## config.mk

```make
export PLATFORM = sky130hd
export DESIGN_NAME = dataCache
export DESIGN_NICKNAME = d
export VERILOG_FILES = /design/src/cachePkg.sv /design/src/reqStage.sv /design/src/cacheStore.sv /design/src/cacheCtrl.sv /design/src/loadAlign.sv /design/src/axiLiteMaster.sv /design/src/dataCache.sv
export VERILOG_INCLUDE_DIRS = /design/src
export SDC_FILE = /design/constraint.sdc
export NUM_CORES = 2
export LEC_CHECK = 0
export BUFFER_PORTS_ARGS = -buffer_cell sky130_fd_sc_hd__buf_2
export CORE_MARGIN = 3
export CORE_UTILIZATION = 45
export CTS_BUF_LIST = sky130_fd_sc_hd__clkbuf_4 sky130_fd_sc_hd__clkbuf_8
export DETAILED_ROUTE_END_ITERATION = 8
export HOLD_SLACK_MARGIN = 0.12
export PLACE_DENSITY = 0.58
export SLEW_MARGIN = 30
export SYNTH_ARGS = -nofsm -noshare
export SYNTH_HDL_FRONTEND = slang
export SYNTH_SLANG_ARGS = --single-unit
```

## constraint.sdc

```tcl
create_clock -name clk -period 20.4 [get_ports clk]
set_clock_uncertainty 0.15 [all_clocks]
set_input_delay 4.08 -clock clk [delete_from_list [all_inputs] [get_ports clk]]
set_output_delay 4.08 -clock clk [all_outputs]
set_load 0.01 [all_outputs]
```

## src/cache_defines.svh

```systemverilog
`ifndef CACHE_DEFINES_SVH
`define CACHE_DEFINES_SVH

// bus and data widths
`define ADDR_W     32
`define DATA_W     64
`define STRB_W     8

// cache geometry, one doubleword per line
`define OFFS_BITS  3
`define SET_BITS   4
`define SETS       16
`define TAG_W      (`ADDR_W - `SET_BITS - `OFFS_BITS)

// the LRU is a single bit per set, so two ways only
`define WAYS       2

// AXI response codes
`define AXI_OKAY   2'b00

`endif

```

## src/cachePkg.sv

```systemverilog
`default_nettype none

`include "cache_defines.svh"

package cachePkg;

    typedef enum logic [3:0] {
        opLb, opLh, opLw, opLd, opLbu, opLhu, opLwu,
        opSb, opSh, opSw, opSd
    } memOp_e;

    typedef enum logic [2:0] {
        stIdle, stLookup, stRefill, stWrite, stRespond
    } ctrlState_e;

    typedef struct packed {
        memOp_e              op;
        logic [`ADDR_W-1:0]  addr;
        logic [`DATA_W-1:0]  wdata;
    } cpuReq_t;

    typedef struct packed {
        logic [`DATA_W-1:0]  data;
        logic                err;
    } cpuRsp_t;

    typedef struct packed {
        logic [`ADDR_W-1:0]    addr;
        logic [`TAG_W-1:0]     tag;
        logic [`SET_BITS-1:0]  set;
        logic [`OFFS_BITS-1:0] offs;
        memOp_e                op;
        logic                  isLoad;
        logic [`DATA_W-1:0]    wdata;  // already in its byte lane
        logic [`STRB_W-1:0]    strb;
    } reqInfo_t;

    typedef struct packed {
        logic                write;
        logic [`ADDR_W-1:0]  addr;
        logic [`DATA_W-1:0]  data;
        logic [`STRB_W-1:0]  strb;
    } memCmd_t;

    typedef struct packed {
        logic [`DATA_W-1:0]  data;
        logic                err;
    } memRes_t;

    typedef struct packed {
        logic                awvalid;
        logic [`ADDR_W-1:0]  awaddr;
        logic                wvalid;
        logic [`DATA_W-1:0]  wdata;
        logic [`STRB_W-1:0]  wstrb;
        logic                bready;
        logic                arvalid;
        logic [`ADDR_W-1:0]  araddr;
        logic                rready;
    } axiReq_t;

    typedef struct packed {
        logic                awready;
        logic                wready;
        logic                bvalid;
        logic [1:0]          bresp;
        logic                arready;
        logic                rvalid;
        logic [`DATA_W-1:0]  rdata;
        logic [1:0]          rresp;
    } axiRsp_t;

endpackage

`default_nettype wire

```

## src/reqStage.sv

```systemverilog
`default_nettype none

`include "cache_defines.svh"

module reqStage (
    input  logic               clk,
    input  logic               arstN,
    input  logic               reqValid,
    output logic               reqReady,
    input  cachePkg::cpuReq_t  req,
    input  logic               releaseSlot,
    output logic               heldValid,
    output cachePkg::reqInfo_t info
);
    import cachePkg::*;

    reqInfo_t           nextInfo;
    logic [`STRB_W-1:0] sizeMask;
    logic               accept;

    assign reqReady = !heldValid;
    assign accept   = reqValid && reqReady;

    always_comb begin
        case (req.op)
            opSb:    sizeMask = `STRB_W'h01;
            opSh:    sizeMask = `STRB_W'h03;
            opSw:    sizeMask = `STRB_W'h0f;
            opSd:    sizeMask = `STRB_W'hff;
            default: sizeMask = '0;  // loads write nothing
        endcase
    end

    always_comb begin
        nextInfo.addr   = req.addr;
        nextInfo.tag    = req.addr[`ADDR_W-1 -: `TAG_W];
        nextInfo.set    = req.addr[`OFFS_BITS +: `SET_BITS];
        nextInfo.offs   = req.addr[`OFFS_BITS-1:0];
        nextInfo.op     = req.op;
        nextInfo.isLoad = !(req.op inside {opSb, opSh, opSw, opSd});
        nextInfo.strb   = sizeMask << nextInfo.offs;
        nextInfo.wdata  = req.wdata << {nextInfo.offs, 3'b000};  // move into byte lane
    end

    always_ff @(posedge clk or negedge arstN) begin
        if (!arstN) begin
            heldValid <= 1'b0;
        end else if (accept) begin
            heldValid <= 1'b1;
        end else if (releaseSlot) begin
            heldValid <= 1'b0;
        end
    end

    always_ff @(posedge clk) begin
        if (accept) begin
            info <= nextInfo;
        end
    end

endmodule

`default_nettype wire

```

## src/cacheStore.sv

```systemverilog
`default_nettype none

`include "cache_defines.svh"

module cacheStore (
    input  logic               clk,
    input  logic               arstN,
    input  cachePkg::reqInfo_t info,
    input  logic               touch,
    input  logic               merge,
    input  logic               fill,
    input  logic [`DATA_W-1:0] fillData,
    output logic               hit,
    output logic [`DATA_W-1:0] hitData
);
    import cachePkg::*;

    logic [`TAG_W-1:0]              tagArr  [`WAYS][`SETS];
    logic [`DATA_W-1:0]             dataArr [`WAYS][`SETS];
    logic [`SETS-1:0][`WAYS-1:0]    validArr;
    logic [`SETS-1:0]               lruArr;  // way to replace next

    logic [`WAYS-1:0] wayHit;
    logic             hitWay;
    logic             victim;

    always_comb begin
        for (int w = 0; w < `WAYS; w++) begin
            wayHit[w] = validArr[info.set][w] && (tagArr[w][info.set] == info.tag);
        end
    end

    assign hit     = |wayHit;
    assign hitWay  = wayHit[1];
    assign hitData = dataArr[hitWay][info.set];
    assign victim  = lruArr[info.set];

    // valid and LRU state
    always_ff @(posedge clk or negedge arstN) begin
        if (!arstN) begin
            validArr <= '0;
            lruArr   <= '0;
        end else if (fill) begin
            validArr[info.set][victim] <= 1'b1;
            lruArr[info.set]           <= !victim;
        end else if (touch || merge) begin
            lruArr[info.set] <= !hitWay;  // other way becomes LRU
        end
    end

    // tag and data arrays
    always_ff @(posedge clk) begin
        if (fill) begin
            tagArr[victim][info.set]  <= info.tag;
            dataArr[victim][info.set] <= fillData;
        end else if (merge) begin
            for (int b = 0; b < `STRB_W; b++) begin
                if (info.strb[b]) begin
                    dataArr[hitWay][info.set][8*b +: 8] <= info.wdata[8*b +: 8];
                end
            end
        end
    end

endmodule

`default_nettype wire

```

## src/cacheCtrl.sv

```systemverilog
`default_nettype none

`include "cache_defines.svh"

module cacheCtrl (
    input  logic               clk,
    input  logic               arstN,
    input  logic               heldValid,
    input  cachePkg::reqInfo_t info,
    output logic               releaseSlot,
    input  logic               hit,
    input  logic [`DATA_W-1:0] hitData,
    output logic               touch,
    output logic               merge,
    output logic               fill,
    output logic [`DATA_W-1:0] fillData,
    output logic               cmdValid,
    output cachePkg::memCmd_t  cmd,
    input  logic               done,
    input  cachePkg::memRes_t  res,
    output logic               rspValid,
    input  logic               rspReady,
    output logic [`DATA_W-1:0] rawData,
    output logic               rspErr
);
    import cachePkg::*;

    ctrlState_e         state;
    ctrlState_e         nextState;
    logic [`DATA_W-1:0] rawQ;
    logic               errQ;

    always_comb begin
        nextState   = state;
        touch       = 1'b0;
        merge       = 1'b0;
        fill        = 1'b0;
        cmdValid    = 1'b0;
        releaseSlot = 1'b0;
        case (state)
            stIdle: begin
                if (heldValid) nextState = stLookup;
            end
            stLookup: begin
                if (info.isLoad && hit) begin
                    touch     = 1'b1;
                    nextState = stRespond;
                end else if (info.isLoad) begin
                    cmdValid  = 1'b1;  // line read
                    nextState = stRefill;
                end else begin
                    merge     = hit;  // write-through, no allocate on miss
                    cmdValid  = 1'b1;
                    nextState = stWrite;
                end
            end
            stRefill: begin
                if (done) begin
                    fill      = !res.err;  // bad data never enters the cache
                    nextState = stRespond;
                end
            end
            stWrite: begin
                if (done) nextState = stRespond;
            end
            stRespond: begin
                if (rspReady) begin
                    releaseSlot = 1'b1;
                    nextState   = stIdle;
                end
            end
            default: nextState = stIdle;
        endcase
    end

    always_ff @(posedge clk or negedge arstN) begin
        if (!arstN) begin
            state <= stIdle;
        end else begin
            state <= nextState;
        end
    end

    // response payload
    always_ff @(posedge clk) begin
        if (state == stLookup && info.isLoad && hit) begin
            rawQ <= hitData;
            errQ <= 1'b0;
        end else if (state == stRefill && done) begin
            rawQ <= res.data;
            errQ <= res.err;
        end else if (state == stWrite && done) begin
            rawQ <= '0;
            errQ <= res.err;
        end
    end

    always_comb begin
        cmd.write = !info.isLoad;
        cmd.addr  = {info.addr[`ADDR_W-1:`OFFS_BITS], {`OFFS_BITS{1'b0}}};  // doubleword aligned
        cmd.data  = info.wdata;
        cmd.strb  = info.strb;
    end

    assign fillData = res.data;
    assign rspValid = (state == stRespond);
    assign rawData  = rawQ;
    assign rspErr   = errQ;

endmodule

`default_nettype wire

```

## src/loadAlign.sv

```systemverilog
`default_nettype none

`include "cache_defines.svh"

module loadAlign (
    input  logic [`DATA_W-1:0] rawData,
    input  cachePkg::reqInfo_t info,
    output logic [`DATA_W-1:0] loadData
);
    import cachePkg::*;

    logic [`DATA_W-1:0] shifted;
    logic [7:0]         byteVal;
    logic [15:0]        halfVal;
    logic [31:0]        wordVal;

    assign shifted = rawData >> {info.offs, 3'b000};  // lane down to bit 0
    assign byteVal = shifted[7:0];
    assign halfVal = shifted[15:0];
    assign wordVal = shifted[31:0];

    always_comb begin
        case (info.op)
            opLb:    loadData = {{56{byteVal[7]}}, byteVal};
            opLh:    loadData = {{48{halfVal[15]}}, halfVal};
            opLw:    loadData = {{32{wordVal[31]}}, wordVal};
            opLd:    loadData = rawData;
            opLbu:   loadData = {56'b0, byteVal};
            opLhu:   loadData = {48'b0, halfVal};
            opLwu:   loadData = {32'b0, wordVal};
            default: loadData = '0;  // stores
        endcase
    end

endmodule

`default_nettype wire

```

## src/axiLiteMaster.sv

```systemverilog
`default_nettype none

`include "cache_defines.svh"

module axiLiteMaster (
    input  logic              clk,
    input  logic              arstN,
    input  logic              cmdValid,
    input  cachePkg::memCmd_t cmd,
    output logic              done,
    output cachePkg::memRes_t res,
    output cachePkg::axiReq_t axiOut,
    input  cachePkg::axiRsp_t axiIn
);
    import cachePkg::*;

    logic               awPend;
    logic               wPend;
    logic               arPend;
    logic               bWait;
    logic               rWait;
    logic               idle;
    logic [`ADDR_W-1:0] addrQ;
    logic [`DATA_W-1:0] dataQ;
    logic [`STRB_W-1:0] strbQ;

    assign idle = !(awPend || wPend || arPend || bWait || rWait);

    always_ff @(posedge clk or negedge arstN) begin
        if (!arstN) begin
            awPend <= 1'b0;
            wPend  <= 1'b0;
            arPend <= 1'b0;
            bWait  <= 1'b0;
            rWait  <= 1'b0;
            done   <= 1'b0;
        end else begin
            done <= 1'b0;
            if (cmdValid && idle) begin
                awPend <= cmd.write;
                wPend  <= cmd.write;
                bWait  <= cmd.write;
                arPend <= !cmd.write;
                rWait  <= !cmd.write;
            end
            if (axiOut.awvalid && axiIn.awready) awPend <= 1'b0;
            if (axiOut.wvalid && axiIn.wready) wPend <= 1'b0;
            if (axiOut.arvalid && axiIn.arready) arPend <= 1'b0;
            if (axiOut.bready && axiIn.bvalid) begin
                bWait <= 1'b0;
                done  <= 1'b1;
            end
            if (axiOut.rready && axiIn.rvalid) begin
                rWait <= 1'b0;
                done  <= 1'b1;
            end
        end
    end

    always_ff @(posedge clk) begin
        if (cmdValid && idle) begin
            addrQ <= cmd.addr;
            dataQ <= cmd.data;
            strbQ <= cmd.strb;
        end
        if (axiOut.bready && axiIn.bvalid) res.err <= (axiIn.bresp != `AXI_OKAY);
        if (axiOut.rready && axiIn.rvalid) begin
            res.data <= axiIn.rdata;
            res.err  <= (axiIn.rresp != `AXI_OKAY);
        end
    end

    always_comb begin
        axiOut.awvalid = awPend;
        axiOut.awaddr  = addrQ;
        axiOut.wvalid  = wPend;
        axiOut.wdata   = dataQ;
        axiOut.wstrb   = strbQ;
        axiOut.bready  = bWait && !awPend && !wPend;  // both halves accepted
        axiOut.arvalid = arPend;
        axiOut.araddr  = addrQ;
        axiOut.rready  = rWait && !arPend;
    end

endmodule

`default_nettype wire

```

## src/dataCache.sv

```systemverilog
`default_nettype none

`include "cache_defines.svh"

module dataCache (
    input  logic              clk,
    input  logic              arstN,
    input  logic              reqValid,
    output logic              reqReady,
    input  cachePkg::cpuReq_t req,
    output logic              rspValid,
    input  logic              rspReady,
    output cachePkg::cpuRsp_t rsp,
    output cachePkg::axiReq_t axiOut,
    input  cachePkg::axiRsp_t axiIn
);
    import cachePkg::*;

    reqInfo_t           info;
    memCmd_t            cmd;
    memRes_t            res;
    logic               heldValid;
    logic               releaseSlot;
    logic               hit;
    logic               touch;
    logic               merge;
    logic               fill;
    logic               cmdValid;
    logic               done;
    logic               rspErr;
    logic [`DATA_W-1:0] hitData;
    logic [`DATA_W-1:0] fillData;
    logic [`DATA_W-1:0] rawData;
    logic [`DATA_W-1:0] loadData;

    reqStage reqStage_i (
        .clk(clk), .arstN(arstN), .reqValid(reqValid), .reqReady(reqReady), .req(req),
        .releaseSlot(releaseSlot), .heldValid(heldValid), .info(info)
    );

    cacheStore cacheStore_i (
        .clk(clk), .arstN(arstN), .info(info), .touch(touch), .merge(merge), .fill(fill),
        .fillData(fillData), .hit(hit), .hitData(hitData)
    );

    cacheCtrl cacheCtrl_i (
        .clk(clk), .arstN(arstN), .heldValid(heldValid), .info(info),
        .releaseSlot(releaseSlot), .hit(hit), .hitData(hitData), .touch(touch),
        .merge(merge), .fill(fill), .fillData(fillData), .cmdValid(cmdValid), .cmd(cmd),
        .done(done), .res(res), .rspValid(rspValid), .rspReady(rspReady),
        .rawData(rawData), .rspErr(rspErr)
    );

    loadAlign loadAlign_i (.rawData(rawData), .info(info), .loadData(loadData));

    axiLiteMaster axiLiteMaster_i (
        .clk(clk), .arstN(arstN), .cmdValid(cmdValid), .cmd(cmd), .done(done), .res(res),
        .axiOut(axiOut), .axiIn(axiIn)
    );

    assign rsp.data = loadData;
    assign rsp.err  = rspErr;

endmodule

`default_nettype wire

```

==> metrics.yaml <==
sta:
  max_freq_ghz: 0.1066
  setup-violations-final: 0
  fin_crit_sh_pct: 45.98
  finalCriticalPeriod_ns: 9.381
  tightest_slew_ns: 1.123
  layout_setup_ws_ns: 11.02
  fin_tns_setup_ns: 0
  slew_viol_final: 0
  finalHoldViolCount: 0
  rsz0062_at_grt: "false"
  max_slew_margin_pct: 23.16
setup_path:
  critPathMaxFanout: 125
  endpoint: "cacheCtrl_i.rawData[31]$_DFFE_PP_"
  path_class: "reg -> reg"
  crit_start: "reqStage_i.info[115]$_DFFE_PP_"
  r2r_cells: 17
  crit_path_end_kind: "register"
  crit_path_start_kind: "register"
  r2r_slack_ns: 11.02
  required_ns: 21.16
  r2r-start: "reqStage_i.info[115]$_DFFE_PP_"
  reg2reg_to: "cacheCtrl_i.rawData[31]$_DFFE_PP_"
  cp.arrival_ns: 10.14
synthesis:
  netlist_area_um2: 134600
  avgSynthCellArea_um2: 15.11
  ys_seq_area_share_pct: 72.18
  yosysUniqueCellTypes: 75
  synthFlopType: "edfxtp_1"
  ys_seq_elements: 3246
  async_reset_ff_share_pct: 1.787
  synth_edf_count: 3187
  synth_cells: 8912
  synth_warnings: 0
floorplanning:
  die_height_um: 553.0
  ioPinCount: 385
  rows: 200
  core_um2: 297300
  fp.dieArea_um2: 305800
  initial_utilization_pct: 45.28
  fp.dieW_um: 553.0
global_route:
  grt_pass1_wl_um: 638100
  grt_pass1_vias: 82790
  antenna_found_initial: 42
  track_usage_pct: 29.18
  gr-total-overflow: 0
  grt_max_degree: 137
routing:
  dr_wl_met3_um: 46500
  vias: 85720
  via_per_inst: 6.185
  drc: 0
  wl_met1_um: 178000
  drt_pre_antenna_iters: 8
  drt_iter0_drc: 11880
  wl_met2_um: 209600
  ant_nets: 0
  wirelength_um: 457900
  wire_per_inst_um: 33.04
  highest_layer: "met5"
clock_tree:
  hold_buffers: 0
  clk_latency_ns: 1.19
  tritoncts: "built"
  h-tree-depth: 6
  cts_buffer_depth: 4
  clock-sinks: 3246
  postCtsSetupRepairBufs: 0
  numCtsBuffers: 552
  ctsResizeCount: 0
  path_clk_slew_ns: 0.06
  cts_root_buf: "clkbuf_8"
layout:
  syn_to_final_growth_pct: 13.28
  final_nets: 9653
  final_area_um2: 152500
  final_cell_mix: "edfxtp_1 (3187), nand2_1 (1271), mux2i_1 (725)"
  final_common_cell: "edfxtp_1"
  fillers: 24780
  drive_gt1_share_pct: 20.79
power_and_ir_drop:
  power.density_nw_per_um2: 97.71
  peakVddDrop_uv: 129.3
  p_leak_nw: 52.24
placement:
  dp.final_hpwl_um: 289900
  place_area_um2: 141600
  dp_worst_setup_slack_ns: 11.03
  portBuffers: 378
  globalplace.congestion: 0.9210
status:
  status: "complete, no violations"
worst_hold_path:
  hold_path.class: "reg -> reg"
run:
  drv_cap: 0
## flip-flops by register name, summed over array words and instances, names as in the netlist
name,cells
cacheCtrl_i.rspErr,1
cacheStore_i.validArr,32
axiLiteMaster_i.done,1
axiLiteMaster_i.addrQ,29
cacheStore_i.dataArr,2048
cacheCtrl_i.state,3
axiLiteMaster_i.arPend,1
axiLiteMaster_i.bWait,1
axiLiteMaster_i.res,65
cacheStore_i.tagArr,800
axiLiteMaster_i.wPend,1
reqStage_i.heldValid,1
cacheStore_i.lruArr,16
axiLiteMaster_i.dataQ,64
axiLiteMaster_i.strbQ,8
axiLiteMaster_i.awPend,1
reqStage_i.info,109
cacheCtrl_i.rawData,64
axiLiteMaster_i.rWait,1
## logic make-up after synthesis
kind of cell              share of synthesized area (%)
buffers and inverters                             2.351
xor gates and xnor gates                         0.3774
AOI/OAI and AO/OA                                 7.406
DFF                                               72.18
other                                          0.002786
and+or+nand+nor                                   7.128
muxes                                             10.55
## how the worst min path moves through the flow
stage,slack (ns),start,depth (start not counted),end
after CTS,0.31,reqStage_i.info[82]$_DFFE_PP_,0,axiLiteMaster_i.addrQ[5]$_DFFE_PP_
after global routing,0.32,reqStage_i.info[59]$_DFFE_PP_,0,axiLiteMaster_i.dataQ[51]$_DFFE_PP_
after floorplan,0.27,reqStage_i.info[8]$_SDFFCE_PP0P_,0,axiLiteMaster_i.dataQ[0]$_DFFE_PP_
after global placement,0.29,cacheStore_i.validArr[21]$_DFFE_PN0P_,1,cacheStore_i.validArr[21]$_DFFE_PN0P_
final,0.31,reqStage_i.info[82]$_DFFE_PP_,0,axiLiteMaster_i.addrQ[5]$_DFFE_PP_
after detailed placement,0.29,reqStage_i.info[82]$_DFFE_PP_,0,axiLiteMaster_i.addrQ[5]$_DFFE_PP_
## report_power, final
group / total, W / switching, W / internal, W
combinational: 0.00125 / 0.000920 / 0.000335
clock: 0.00577 / 0.00273 / 0.00304
sequential: 0.00788 / 0.000235 / 0.00764
total: 0.0149 / 0.00388 / 0.0110
## layout make-up
type | count | area (um^2) | share of cell area, %
Sequential cell | 3246 | 97170 | 63.72
Multi-Input combinational cell | 4947 | 34950 | 22.92
Clock buffer | 761 | 9285 | 6.089
Tap cell | 3939 | 4928 | 3.232
Timing Repair Buffer | 688 | 4507 | 2.955
Clock inverter | 216 | 1438 | 0.9427
Inverter | 41 | 163.9 | 0.1075
Antenna cell | 21 | 52.55 | 0.03446
## synth_stat cells, types with 43 or more instances
library cell	count	share of area, %
a2111oi_0	64	0.42
a211oi_1	87	0.49
a21o_1	43	0.24
a21oi_1	541	2.0
a31o_1	63	0.41
buf_1	51	0.14
buf_2	111	0.41
buf_4	70	0.39
clkbuf_1	445	1.2
dfrtp_1	58	1.1
edfxtp_1	3187	71
mux2_1	77	0.64
mux2_2	168	1.4
mux2i_1	725	5.4
mux4_2	186	3.1
nand2_1	1284	3.6
nand4_1	134	0.62
nor2_1	207	0.58
nor4_1	139	0.65
o211ai_1	72	0.40
o21ai_0	295	1.1
o22ai_1	175	0.81
o31ai_1	135	0.75
or3_1	130	0.60
or4_1	65	0.36
## layer usage
| layer | global-route usage, % | vias up |
|---|---|---|
| met5 | 0 | - |
| met4 | 14.02 | 14 |
| met3 | 6.540 | 953 |
| met2 | 44.91 | 5103 |
| met1 | 39.44 | 43800 |
| li1 | - | 35850 |
## metrics by stage
step / power, W / hold slack, ns / instances / util (%)
finish: 0.01490 / 0.3078 / 13860 / 51.30
global route: 0.01535 / 0.3216 / 13840 / 51.28
CTS: 0.01496 / 0.3120 / 13840 / 51.24
detailed placement: 0.009253 / 0.2857 / 12860 / 47.63
global placement: 0.009229 / 0.2939 / 12850 / 47.51
floorplan: 0.008519 / 0.2704 / 8917 / -
## critical path: stages, from the launching register on
cell and delay, ns:
edfxtp_1 0.39, buf_4 0.67, buf_4 0.83, buf_4 0.83
mux4_2 0.41, mux2i_1 0.25, o22ai_1 0.13, nor4_1 0.26
nand3_1 0.21, a2111o_2 0.78, nor3_4 0.88, buf_12 0.48
buf_4 0.69, buf_6 0.73, mux2i_1 0.21, nor4_1 0.37
a211oi_1 0.14, a31o_1 0.24
Power figures use the tool's default switching activity.
